**src/epu_settings.svh**
```systemverilog
`ifndef EPU_SETTINGS_SVH
`define EPU_SETTINGS_SVH

// AXI bus widths
`define EPU_DATA_BITS 32
`define EPU_ADDR_BITS 32
`define EPU_ID_BITS   8
`define EPU_LEN_BITS  4

// Input FIFO holds row words
`define EPU_IN_DEPTH  8

// Output FIFO holds two full blocks of result words
`define EPU_OUT_DEPTH 16

// Only response ever returned
`define EPU_RESP_OKAY 2'b00

`endif

```
**src/epu_pkg.sv**
```systemverilog
`include "epu_settings.svh"

package epu_pkg;

    // Residual sample and transform coefficient
    typedef logic signed [7:0]  sample_t;
    typedef logic signed [15:0] coef_t;

    // Bus word, a row of samples in or a coefficient pair out
    typedef logic [`EPU_DATA_BITS-1:0] word_t;

    typedef logic [`EPU_ID_BITS-1:0]  axi_id_t;
    typedef logic [`EPU_LEN_BITS-1:0] axi_len_t;

    typedef enum logic [1:0] {WR_IDLE, WR_DATA, WR_RESP} wr_state_t;

    typedef enum logic {RD_IDLE, RD_DATA} rd_state_t;

    // Row collection, column pass, result output
    typedef enum logic [1:0] {XF_LOAD, XF_COLUMN, XF_EMIT} xf_state_t;

endpackage

```
**src/epu_fifo.sv**
```systemverilog
module epu_fifo #(
    parameter type T     = logic [31:0],
    parameter int  DEPTH = 8
) (
    input  logic                           clk,
    input  logic                           rst,
    input  logic                           push,
    input  T                               data_in,
    input  logic                           pop,
    output T                               data_out,
    output logic                           full,
    output logic                           empty,
    output logic [$clog2(DEPTH + 1)-1:0]   count
);

    localparam int PTR_BITS = $clog2(DEPTH);
    localparam int CNT_BITS = $clog2(DEPTH + 1);

    T                    mem [DEPTH];
    logic [PTR_BITS-1:0] wr_ptr;
    logic [PTR_BITS-1:0] rd_ptr;

    function automatic logic [PTR_BITS-1:0] next_ptr(input logic [PTR_BITS-1:0] ptr);
        return (ptr == PTR_BITS'(DEPTH - 1)) ? '0 : ptr + 1'b1;
    endfunction

    assign data_out = mem[rd_ptr];
    assign full     = (count == CNT_BITS'(DEPTH));
    assign empty    = (count == '0);

    always_ff @(posedge clk)
    begin
        if (push)
        begin
            mem[wr_ptr] <= data_in;
        end
    end

    always_ff @(posedge clk)
    begin
        if (rst)
        begin
            wr_ptr <= '0;
            rd_ptr <= '0;
            count  <= '0;
        end
        else
        begin
            if (push)
            begin
                wr_ptr <= next_ptr(wr_ptr);
            end
            if (pop)
            begin
                rd_ptr <= next_ptr(rd_ptr);
            end
            // Simultaneous push and pop keeps occupancy
            if (push && !pop)
            begin
                count <= count + 1'b1;
            end
            else if (pop && !push)
            begin
                count <= count - 1'b1;
            end
        end
    end

    a_no_push_full: assert property (@(posedge clk) disable iff (rst) !(push && full));
    a_no_pop_empty: assert property (@(posedge clk) disable iff (rst) !(pop && empty));

endmodule

```
**src/epu_axi_write.sv**
```systemverilog
`include "epu_settings.svh"

module epu_axi_write (
    input  logic              clk,
    input  logic              rst,
    input  epu_pkg::axi_id_t  awid,
    input  logic              awvalid,
    output logic              awready,
    input  epu_pkg::word_t    wdata,
    input  logic              wlast,
    input  logic              wvalid,
    output logic              wready,
    output epu_pkg::axi_id_t  bid,
    output logic [1:0]        bresp,
    output logic              bvalid,
    input  logic              bready,
    output logic              in_push,
    output epu_pkg::word_t    in_data,
    input  logic              in_full
);

    epu_pkg::wr_state_t state;
    epu_pkg::wr_state_t next_state;
    logic               aw_hs;
    logic               w_hs;

    assign awready = (state == epu_pkg::WR_IDLE) && awvalid;
    // Back-pressure from the input FIFO
    assign wready  = (state == epu_pkg::WR_DATA) && !in_full;
    assign aw_hs   = awvalid && awready;
    assign w_hs    = wvalid && wready;

    // Every accepted beat is one row
    assign in_push = w_hs;
    assign in_data = wdata;
    assign bresp   = `EPU_RESP_OKAY;

    always_comb
    begin
        next_state = state;
        unique case (state)
            epu_pkg::WR_IDLE:
            begin
                if (aw_hs)
                begin
                    next_state = epu_pkg::WR_DATA;
                end
            end
            epu_pkg::WR_DATA:
            begin
                if (w_hs && wlast)
                begin
                    next_state = epu_pkg::WR_RESP;
                end
            end
            default:
            begin
                if (bvalid && bready)
                begin
                    next_state = epu_pkg::WR_IDLE;
                end
            end
        endcase
    end

    always_ff @(posedge clk)
    begin
        if (rst)
        begin
            state  <= epu_pkg::WR_IDLE;
            bvalid <= 1'b0;
        end
        else
        begin
            state <= next_state;
            if (w_hs && wlast)
            begin
                bvalid <= 1'b1;
            end
            else if (bready)
            begin
                bvalid <= 1'b0;
            end
        end
    end

    // Id taken on the address handshake itself
    always_ff @(posedge clk)
    begin
        if (aw_hs)
        begin
            bid <= awid;
        end
    end

    // No data beat while a response is still pending
    a_wready_no_resp: assert property (@(posedge clk) disable iff (rst)
        wready |-> !bvalid);

    a_bvalid_hold: assert property (@(posedge clk) disable iff (rst)
        bvalid && !bready |=> bvalid && $stable(bid));

endmodule

```
**src/epu_transform.sv**
```systemverilog
module epu_transform (
    input  logic            clk,
    input  logic            rst,
    input  logic            in_empty,
    input  epu_pkg::word_t  in_data,
    output logic            in_pop,
    input  logic            out_full,
    output logic            out_push,
    output epu_pkg::word_t  out_data
);

    epu_pkg::xf_state_t state;
    logic [1:0]         row_cnt;
    logic [2:0]         word_idx;
    epu_pkg::coef_t     smp  [4];
    epu_pkg::coef_t     rowt [4][4];
    epu_pkg::coef_t     coef [16];

    // One output of the core matrix applied to a 4-vector
    function automatic epu_pkg::coef_t mrow(
        input logic [1:0]     i,
        input epu_pkg::coef_t a,
        input epu_pkg::coef_t b,
        input epu_pkg::coef_t c,
        input epu_pkg::coef_t d
    );
        epu_pkg::coef_t res;
        unique case (i)
            2'd0: res = a + b + c + d;
            2'd1: res = (a <<< 1) + b - c - (d <<< 1);
            2'd2: res = a - b - c + d;
            default: res = a - (b <<< 1) + (c <<< 1) - d;
        endcase
        return res;
    endfunction

    // Sign extend the four samples of the incoming row
    always_comb
    begin
        for (int c = 0; c < 4; c++)
        begin
            smp[c] = epu_pkg::coef_t'(epu_pkg::sample_t'(in_data[8*c +: 8]));
        end
    end

    assign in_pop   = (state == epu_pkg::XF_LOAD) && !in_empty;
    assign out_push = (state == epu_pkg::XF_EMIT) && !out_full;
    assign out_data = {coef[{word_idx, 1'b1}], coef[{word_idx, 1'b0}]};

    always_ff @(posedge clk)
    begin
        if (in_pop)
        begin
            for (int c = 0; c < 4; c++)
            begin
                rowt[row_cnt][c] <= mrow(2'(c), smp[0], smp[1], smp[2], smp[3]);
            end
        end
        // Column pass over the stored row results
        if (state == epu_pkg::XF_COLUMN)
        begin
            for (int i = 0; i < 4; i++)
            begin
                for (int j = 0; j < 4; j++)
                begin
                    coef[4*i + j] <= mrow(2'(i), rowt[0][j], rowt[1][j], rowt[2][j], rowt[3][j]);
                end
            end
        end
    end

    always_ff @(posedge clk)
    begin
        if (rst)
        begin
            state    <= epu_pkg::XF_LOAD;
            row_cnt  <= '0;
            word_idx <= '0;
        end
        else
        begin
            unique case (state)
                epu_pkg::XF_LOAD:
                begin
                    if (in_pop)
                    begin
                        row_cnt <= row_cnt + 1'b1;
                        if (row_cnt == 2'd3)
                        begin
                            state <= epu_pkg::XF_COLUMN;
                        end
                    end
                end
                epu_pkg::XF_COLUMN:
                begin
                    state    <= epu_pkg::XF_EMIT;
                    word_idx <= '0;
                end
                default:
                begin
                    if (out_push)
                    begin
                        word_idx <= word_idx + 1'b1;
                        if (word_idx == 3'd7)
                        begin
                            state <= epu_pkg::XF_LOAD;
                        end
                    end
                end
            endcase
        end
    end

    // Next block starts from row 0 once emission is done
    a_emit_rows_clear: assert property (@(posedge clk) disable iff (rst)
        out_push |-> row_cnt == 2'd0);

endmodule

```
**src/epu_axi_read.sv**
```systemverilog
`include "epu_settings.svh"

module epu_axi_read (
    input  logic                                   clk,
    input  logic                                   rst,
    input  epu_pkg::axi_id_t                       arid,
    input  epu_pkg::axi_len_t                      arlen,
    input  logic                                   arvalid,
    output logic                                   arready,
    output epu_pkg::axi_id_t                       rid,
    output epu_pkg::word_t                         rdata,
    output logic [1:0]                             rresp,
    output logic                                   rlast,
    output logic                                   rvalid,
    input  logic                                   rready,
    input  logic                                   out_empty,
    input  epu_pkg::word_t                         out_data,
    input  logic [$clog2(`EPU_OUT_DEPTH + 1)-1:0]  out_count,
    output logic                                   out_pop,
    output logic                                   interrupt
);

    localparam int CNT_BITS    = $clog2(`EPU_OUT_DEPTH + 1);
    localparam int BLOCK_WORDS = 8;

    epu_pkg::rd_state_t state;
    epu_pkg::axi_len_t  len_r;
    epu_pkg::axi_len_t  beat;
    logic               ar_hs;
    logic               r_hs;

    assign arready = (state == epu_pkg::RD_IDLE) && arvalid;
    assign ar_hs   = arvalid && arready;

    // Data streams straight from the FIFO head
    assign rvalid  = (state == epu_pkg::RD_DATA) && !out_empty;
    assign rdata   = out_data;
    assign rresp   = `EPU_RESP_OKAY;
    assign rlast   = rvalid && (beat == len_r);
    assign r_hs    = rvalid && rready;
    assign out_pop = r_hs;

    always_ff @(posedge clk)
    begin
        if (rst)
        begin
            state     <= epu_pkg::RD_IDLE;
            beat      <= '0;
            interrupt <= 1'b0;
        end
        else
        begin
            // At least one whole block waiting
            interrupt <= (out_count >= CNT_BITS'(BLOCK_WORDS));
            unique case (state)
                epu_pkg::RD_IDLE:
                begin
                    if (ar_hs)
                    begin
                        state <= epu_pkg::RD_DATA;
                        beat  <= '0;
                    end
                end
                default:
                begin
                    if (r_hs)
                    begin
                        beat <= beat + 1'b1;
                        if (rlast)
                        begin
                            state <= epu_pkg::RD_IDLE;
                        end
                    end
                end
            endcase
        end
    end

    always_ff @(posedge clk)
    begin
        if (ar_hs)
        begin
            rid   <= arid;
            len_r <= arlen;
        end
    end

    // Burst never runs past its captured length
    a_beat_in_len: assert property (@(posedge clk) disable iff (rst)
        rvalid |-> beat <= len_r);

endmodule

```
**src/epu_top.sv**
```systemverilog
`include "epu_settings.svh"

module epu_top (
    input  logic                        clk,
    input  logic                        rst,
    input  epu_pkg::axi_id_t            awid,
    input  logic [`EPU_ADDR_BITS-1:0]   awaddr,
    input  epu_pkg::axi_len_t           awlen,
    input  logic [2:0]                  awsize,
    input  logic [1:0]                  awburst,
    input  logic                        awvalid,
    output logic                        awready,
    input  epu_pkg::word_t              wdata,
    input  logic [`EPU_DATA_BITS/8-1:0] wstrb,
    input  logic                        wlast,
    input  logic                        wvalid,
    output logic                        wready,
    output epu_pkg::axi_id_t            bid,
    output logic [1:0]                  bresp,
    output logic                        bvalid,
    input  logic                        bready,
    input  epu_pkg::axi_id_t            arid,
    input  logic [`EPU_ADDR_BITS-1:0]   araddr,
    input  epu_pkg::axi_len_t           arlen,
    input  logic [2:0]                  arsize,
    input  logic [1:0]                  arburst,
    input  logic                        arvalid,
    output logic                        arready,
    output epu_pkg::axi_id_t            rid,
    output epu_pkg::word_t              rdata,
    output logic [1:0]                  rresp,
    output logic                        rlast,
    output logic                        rvalid,
    input  logic                        rready,
    output logic                        interrupt
);

    logic                                  in_push;
    logic                                  in_pop;
    logic                                  in_full;
    logic                                  in_empty;
    epu_pkg::word_t                        in_data;
    epu_pkg::word_t                        in_head;
    logic                                  out_push;
    logic                                  out_pop;
    logic                                  out_full;
    logic                                  out_empty;
    epu_pkg::word_t                        out_data;
    epu_pkg::word_t                        out_head;
    logic [$clog2(`EPU_OUT_DEPTH + 1)-1:0] out_count;

    epu_axi_write i_axi_write (
        .clk     (clk),
        .rst     (rst),
        .awid    (awid),
        .awvalid (awvalid),
        .awready (awready),
        .wdata   (wdata),
        .wlast   (wlast),
        .wvalid  (wvalid),
        .wready  (wready),
        .bid     (bid),
        .bresp   (bresp),
        .bvalid  (bvalid),
        .bready  (bready),
        .in_push (in_push),
        .in_data (in_data),
        .in_full (in_full)
    );

    // Row words waiting for the transform
    epu_fifo #(
        .T     (epu_pkg::word_t),
        .DEPTH (`EPU_IN_DEPTH)
    ) i_in_fifo (
        .clk      (clk),
        .rst      (rst),
        .push     (in_push),
        .data_in  (in_data),
        .pop      (in_pop),
        .data_out (in_head),
        .full     (in_full),
        .empty    (in_empty),
        .count    ()
    );

    epu_transform i_transform (
        .clk      (clk),
        .rst      (rst),
        .in_empty (in_empty),
        .in_data  (in_head),
        .in_pop   (in_pop),
        .out_full (out_full),
        .out_push (out_push),
        .out_data (out_data)
    );

    // Result words waiting for the host
    epu_fifo #(
        .T     (epu_pkg::word_t),
        .DEPTH (`EPU_OUT_DEPTH)
    ) i_out_fifo (
        .clk      (clk),
        .rst      (rst),
        .push     (out_push),
        .data_in  (out_data),
        .pop      (out_pop),
        .data_out (out_head),
        .full     (out_full),
        .empty    (out_empty),
        .count    (out_count)
    );

    epu_axi_read i_axi_read (
        .clk       (clk),
        .rst       (rst),
        .arid      (arid),
        .arlen     (arlen),
        .arvalid   (arvalid),
        .arready   (arready),
        .rid       (rid),
        .rdata     (rdata),
        .rresp     (rresp),
        .rlast     (rlast),
        .rvalid    (rvalid),
        .rready    (rready),
        .out_empty (out_empty),
        .out_data  (out_head),
        .out_count (out_count),
        .out_pop   (out_pop),
        .interrupt (interrupt)
    );

endmodule

```
**config.mk**
```make
export PLATFORM = sky130hd
export DESIGN_NAME = epu_top
export DESIGN_NICKNAME = d
export VERILOG_FILES = /design/src/epu_pkg.sv /design/src/epu_fifo.sv /design/src/epu_axi_write.sv /design/src/epu_transform.sv /design/src/epu_axi_read.sv /design/src/epu_top.sv
export VERILOG_INCLUDE_DIRS = /design/src /design/src/src
export SDC_FILE = /design/constraint.sdc
export NUM_CORES = 2
export LEC_CHECK = 0
export ABC_AREA = 1
export BUFFER_PORTS_ARGS = -buffer_cell sky130_fd_sc_hd__buf_2
export CAP_MARGIN = 20
export CORE_MARGIN = 2
export CORE_UTILIZATION = 47
export CTS_BUF_LIST = sky130_fd_sc_hd__clkbuf_4 sky130_fd_sc_hd__clkbuf_8
export CTS_CLUSTER_DIAMETER = 200
export CTS_CLUSTER_SIZE = 24
export DETAILED_ROUTE_END_ITERATION = 6
export PLACE_DENSITY = 0.75
export SYNTH_ARGS = -nofsm -noshare
export SYNTH_HDL_FRONTEND = slang
export SYNTH_SLANG_ARGS = --single-unit
```
**constraint.sdc**
```tcl
create_clock -name clk -period 20.2 [get_ports clk]
set_input_delay 2.02 -clock clk [delete_from_list [all_inputs] [get_ports clk]]
set_output_delay 2.02 -clock clk [all_outputs]
set_load 0.01 [all_outputs]
```
======== Word level (Yosys, flattened, before mapping) ========
Memory sizes are Yosys's and may differ from the RTL's. A register that Yosys moved wholly into a read port is not among the register bits.
Index checks and enable logic that the tools add are counted.
storage, ports and cells
  register bits ........................... 59
  bits in writable memories ............... 1280
  bits of input ports ..................... 142
  output and inout bits ................... 59
  logic and storage cells ................. 218
  memories kept ........................... 4
operators by class
  add/subtract/negate cells ............... 71
  $lt $le $gt $ge ......................... 1
  equal/unequal tests ..................... 17
  mux-type cells .......................... 64
  bitwise logic cells ..................... 2
  reduce and logical (&&, ||, !) cells .... 42
memories
  memory            depth  width  rd ports  clocked after memory_dff  wr ports  RTL line             RTL
  i_out_fifo.mem    16     32     1         1                         1         epu_fifo.sv:19       T mem [DEPTH];
  i_in_fifo.mem     8      32     1         1                         1         epu_fifo.sv:19
  i_transform.coef  16     16     2         2                         16        epu_transform.sv:17  epu_pkg::coef_t coef [16];
  i_transform.rowt  4      64     4         0                         1         epu_transform.sv:16  epu_pkg::coef_t rowt [4][4];
operators by type and width
  cell                 number
  $add 16x16->16       24
  $sub 16x16->16       24
  $mux 16              20
  $mux 4               13
  $add 16x8->16        2
  $add 9x8->10         2
  $logic_and 1x1->1    17
  $add 4x1->4 const B  4
  $sub 16x8->16        1
  $sub 16x9->16        1
  $mux 3               5
  $mux 1               14
  $mux 2               7
  $eq 4x4->1 const B   3
  $add 10x9->11        1
  $sub 10x8->11        1
  $mux 5               2
  $reduce_bool 2->1    5
  $sub 8x9->10         1
  $sub 9x8->10         1
  $add 3x1->3 const B  3
  $add 8x8->9          1
  $eq 3x3->1 const B   3
  $reduce_bool 3->1    3
  22 further kinds     39

======== Logic depth before layout (Yosys ltp) ========
  depth after elaboration ................. 8
  depth in mapped cells ................... 29
  gate-level depth less buffers ........... 25

======== Cells and area by module ========
A second synthesis with hierarchy kept.
unflattened totals
  cells, all modules ...................... 8239
  area, all modules ....................... 77793.4 sq um
modules (own cells, without submodules)
  module                  instances  cells each  area an instance (sq um)  sequential area each (sq um)
  epu_transform           1          4939        42356.9                   13412.9
  epu_fifo at i_out_fifo  1          2191        22908.2                   15715.1
  epu_fifo at i_in_fifo   1          939         10886.7                   7947.6
  epu_axi_read            1          102         978.4                     480.5
  epu_axi_write           1          68          663.1                     300.3

======== Worst setup path after synthesis ========
Ideal clock, no wire load.
  path kind ............................... register to register
  start ................................... reg i_transform.state[0]
  end ..................................... reg with a tool-made name
  library setup time ...................... 0.139 ns
  data arrival time ....................... 12.700 ns
  data required time ...................... 20.061 ns
  slack ................................... 7.361 ns
  cell stages (with the launch flop) ...... 6
  path buffers ............................ 0
  period minus slack after synthesis ...... 12.839 ns
  path through ............................ dfxtp_1 > inv_1 > nor2_1 > inv_1 > nand3_1 > a21oi_1
RTL lines
  element                 RTL line             RTL
  start, declared         epu_transform.sv:12  epu_pkg::xf_state_t state;
  start signal, assigned  epu_transform.sv:76  state <= epu_pkg::XF_LOAD;
  start signal, assigned  epu_transform.sv:90  state <= epu_pkg::XF_COLUMN;
  start signal, assigned  epu_transform.sv:96  state <= epu_pkg::XF_EMIT;

==> run summary <==
* vias in the first global route: 49600
* Post-CTS Repair Setup Buffers: 0
* Core Rows: 149
* most used cell, CP: sky130_fd_sc_hd__inv_1
* Data arrival, critical path: 7240 ps
* TritonCTS clock tree: done
* remaining number of nets flagged by the antenna check after routing: 0
* Final Wtd Congestion: 0.935
* max capacitance violation total: 0
* Placeable Area: 164000 µm²
* starting density of the core: 47.2%
* crit path launch type: register
* Overall Global Routing Usage: 21.8%
* type of the worst setup path: register to register
* post-CTS sizing: 0
* count of final hold-check violations: 0
* cts hold-fix bufs: 0
* placed wire-length estimate: 130000 µm
* setup_tns: 0 ps
* Die Footprint: 168000 µm²
* Max Root-Sink Buffers: 3
* Setup Viol. Count Final: 0
* transition at the pin with the smallest max-transition slack: 1190 ps
* share of synthesized area occupied by flip-flops and latches: 51.6%
* most common cell after layout, fill and taps aside: sky130_fd_sc_hd__edfxtp_1
* CTS clk-pin slew, worst paths: 150 ps
* critical path's slowest cell: sky130_fd_sc_hd__buf_4
* global-route congestion overflow total: 0
* number of distinct library cell variants in the gate-level netlist after synthesis: 47
* number of buffer and inverter instances along the worst setup path: 6
* share of synthesized flip-flops with an asynchronous set or reset: 0%
* prevailing post-synth register cell: sky130_fd_sc_hd__edfxtp_1
* global-route wire length before repair: 285000 µm
* H-tree lvl count: 3
* fraction of final layout cells with drive strength greater than 1: 5.40%
* stage delay of the slowest cell on the critical path: 800 ps
* synthesized area per cell: 11.4 µm²
* number of slew-limit violations in the final report: 0
* clock insertion delay at the later pin of the skew report: 880 ps
* setup ws final: 13510 ps
* synthesized flop and latch total: 1349
* leading cell types in the layout, fill and taps excluded: sky130_fd_sc_hd__edfxtp_1 (1300), sky130_fd_sc_hd__inv_1 (804), sky130_fd_sc_hd__nand2_1 (779)
* TritonCTS Buffers: 66
* unrepaired setup endpoints after global routing: no
* outcome: finished clean
* Crit Path Max Fanout: 90
* largest net degree at the start of global routing: 245
* class of the most critical hold timing path: register to register
* I/O Buffers: 114
* clock period minus final worst setup slack: 6690 ps
* detailed-route via count: 49900
* CP endpoint kind: register
* Max Clock Skew: 69.2 ps
* drt pass-1 iters: 6
* Die Span X: 410 µm
* DIE HEIGHT: 410 µm
* kind of cell with the highest combined delay on the critical path: compound AO/OA/AOI/OAI gates
* Clock Root Buffer: sky130_fd_sc_hd__clkbuf_8
* routed wire length per instance: 20.3 µm
* minimum setup slack after placement: 13560 ps
* number of violations reported at the end of detailed-routing iteration 0: 4333
* DRT Wirelength: 184000 µm
* Area Growth Syn to Fin: 5.59%
* stages on the worst setup path: 20
* worst path cell trace: clkinv_2 -> buf_4 -> o21ai_0 -> o22ai_1 -> inv_1 -> o21ai_1 -> inv_1 -> fa_1 -> inv_1 -> fa_1 -> nand3_1 -> nand2_1 -> a21oi_1 -> xor2_1 -> inv_1 -> ha_1 -> a21o_1 -> nand3_1 -> nand4_1 -> o21ai_0
* Relative slew margins: 20.0%
* number of warnings issued by yosys: 0
* depth of the worst register-to-register path: 20
* Gate Count Post-Synth: 6788
* EDFF count, synth: 1300
* via density per instance: 5.50
* CP Data Required Time: 20740 ps
* WHS Path Cells: 1
* post-synthesis instance area: 77600 µm²
* antenna violations before repair: 11
* share of the clock period used by the worst path after layout: 33.1%
* num ports: 201
* number of remaining DRC errors: 0
* Fill cells: 14400
* number of nets in the layout: 7871
* maximum achievable frequency: 149 MHz
* # clock sinks: 1349
[logic make-up (layout without fill, tap and decap cells)]
| family | Yosys count | after routing | share of synthesized area [%] |
|---|---|---|---|
| mux | 121 | 121 | 1.56 |
| xor+xnor | 323 | 323 | 3.65 |
| simple gates | 1783 | 1783 | 9.38 |
| buf+inv | 1026 | 1108 | 5.31 |
| compound gates | 1310 | 1310 | 9.53 |
| fa+ha+maj | 875 | 875 | 19.0 |
| other cells | 1 | 12 | 0.00483 |
| flops | 1349 | 1349 | 51.6 |
[layer usage]
| layer | share of wire (%) | track usage [%] | vias up |
|---|---|---|---|
| met5 | 0.042 | 0 | - |
| met4 | 2.6 | 5.74 | 14 |
| met3 | 6.3 | 2.74 | 254 |
| met2 | 49 | 36.8 | 1576 |
| met1 | 42 | 29.9 | 24700 |
| li1 | - | - | 23400 |
[sequential cells by signal (all words and copies together) (netlist names), named ones only]
name,count
i_out_fifo.mem,512
i_in_fifo.mem,256
i_transform.coef,256
i_transform.rowt,256
i_axi_read.rid,8
i_axi_write.bid,8
i_out_fifo.count,5
i_axi_read.beat,4
i_axi_read.len_r,4
i_in_fifo.count,4
i_out_fifo.rd_ptr,4
i_out_fifo.wr_ptr,4
i_in_fifo.rd_ptr,3
i_in_fifo.wr_ptr,3
i_transform.word_idx,3
i_axi_write.state,2
i_transform.row_cnt,2
i_transform.state,2
i_axi_read.interrupt,1
i_axi_read.state,1
i_axi_write.bvalid,1
[per-stage QoR]
| stage | cells | instance area [µm²] | hold slack (ps) | util [%] |
|---|---|---|---|---|
| global route | 9067 | 81900 | 506 | 49.8 |
| global placement | 8970 | 80700 | 462 | 49.1 |
| detailed placement | 8972 | 80700 | 462 | 49.1 |
| floorplan | 6791 | 77600 | 441 | - |
| finish | 9070 | 81900 | 489 | 49.8 |
| CTS | 9059 | 81900 | 485 | 49.8 |
[path summary, 6_finish.rpt]
check	start	to	slack, ps
hold reg to reg	i_transform.word_idx[0]	register	490
hold / removal	i_transform.word_idx[0]	register	490
setup / recovery	register	i_transform.rowt[2][12]	13510
setup reg to reg	register	i_transform.rowt[2][12]	13510
[layout make-up]
class	instances	area [µm²]	area share [%]
multi-input cells	4416	33700	41.1
diodes	8	20.0	0.0244
flip-flops and latches	1349	40000	48.9
clock buffers	80	1020	1.25
repair buffers	192	1180	1.44
clock inverters	7	86.3	0.105
well taps	2189	2740	3.34
inverters	829	3120	3.80
[Yosys cell counts (2+ instances only)]
cell type / number / area share [%]
sky130_fd_sc_hd__edfxtp_1: 1300 / 50
sky130_fd_sc_hd__inv_1: 805 / 3.9
sky130_fd_sc_hd__nand2_1: 779 / 3.8
sky130_fd_sc_hd__nor2_1: 628 / 3.0
sky130_fd_sc_hd__o21ai_0: 511 / 3.3
sky130_fd_sc_hd__fa_1: 502 / 13
sky130_fd_sc_hd__a21oi_1: 387 / 2.5
sky130_fd_sc_hd__ha_1: 373 / 6.0
sky130_fd_sc_hd__nand3_1: 260 / 1.7
sky130_fd_sc_hd__xor2_1: 213 / 2.4
sky130_fd_sc_hd__o211ai_1: 127 / 1.2
sky130_fd_sc_hd__mux2i_1: 121 / 1.6
sky130_fd_sc_hd__xnor2_1: 110 / 1.2
sky130_fd_sc_hd__clkbuf_1: 96 / 0.46
sky130_fd_sc_hd__o22ai_1: 92 / 0.74
sky130_fd_sc_hd__a31oi_1: 64 / 0.52
sky130_fd_sc_hd__dfxtp_1: 49 / 1.3
sky130_fd_sc_hd__nor3_1: 45 / 0.29
sky130_fd_sc_hd__nand4_1: 44 / 0.35
sky130_fd_sc_hd__a21o_1: 43 / 0.42
sky130_fd_sc_hd__buf_2: 40 / 0.26
sky130_fd_sc_hd__o21bai_1: 32 / 0.31
sky130_fd_sc_hd__buf_1: 23 / 0.11
sky130_fd_sc_hd__inv_2: 22 / 0.11
sky130_fd_sc_hd__o21ai_1: 21 / 0.14
sky130_fd_sc_hd__buf_4: 19 / 0.18
sky130_fd_sc_hd__buf_6: 16 / 0.23
sky130_fd_sc_hd__nand3b_1: 15 / 0.15
sky130_fd_sc_hd__o21ai_2: 15 / 0.17
sky130_fd_sc_hd__a21boi_0: 5 / 0.048
sky130_fd_sc_hd__o211ai_2: 5 / 0.081
sky130_fd_sc_hd__or2_2: 5 / 0.040
sky130_fd_sc_hd__buf_8: 2 / 0.039
sky130_fd_sc_hd__clkinv_1: 2 / 0.0097
sky130_fd_sc_hd__nand2b_1: 2 / 0.016
sky130_fd_sc_hd__nor3b_1: 2 / 0.019
sky130_fd_sc_hd__o211a_1: 2 / 0.026
sky130_fd_sc_hd__o31ai_1: 2 / 0.019
Power is left out: the tool's default activity adds up to more than one toggle a clock period on the data nets, which glitch-free logic cannot reach.
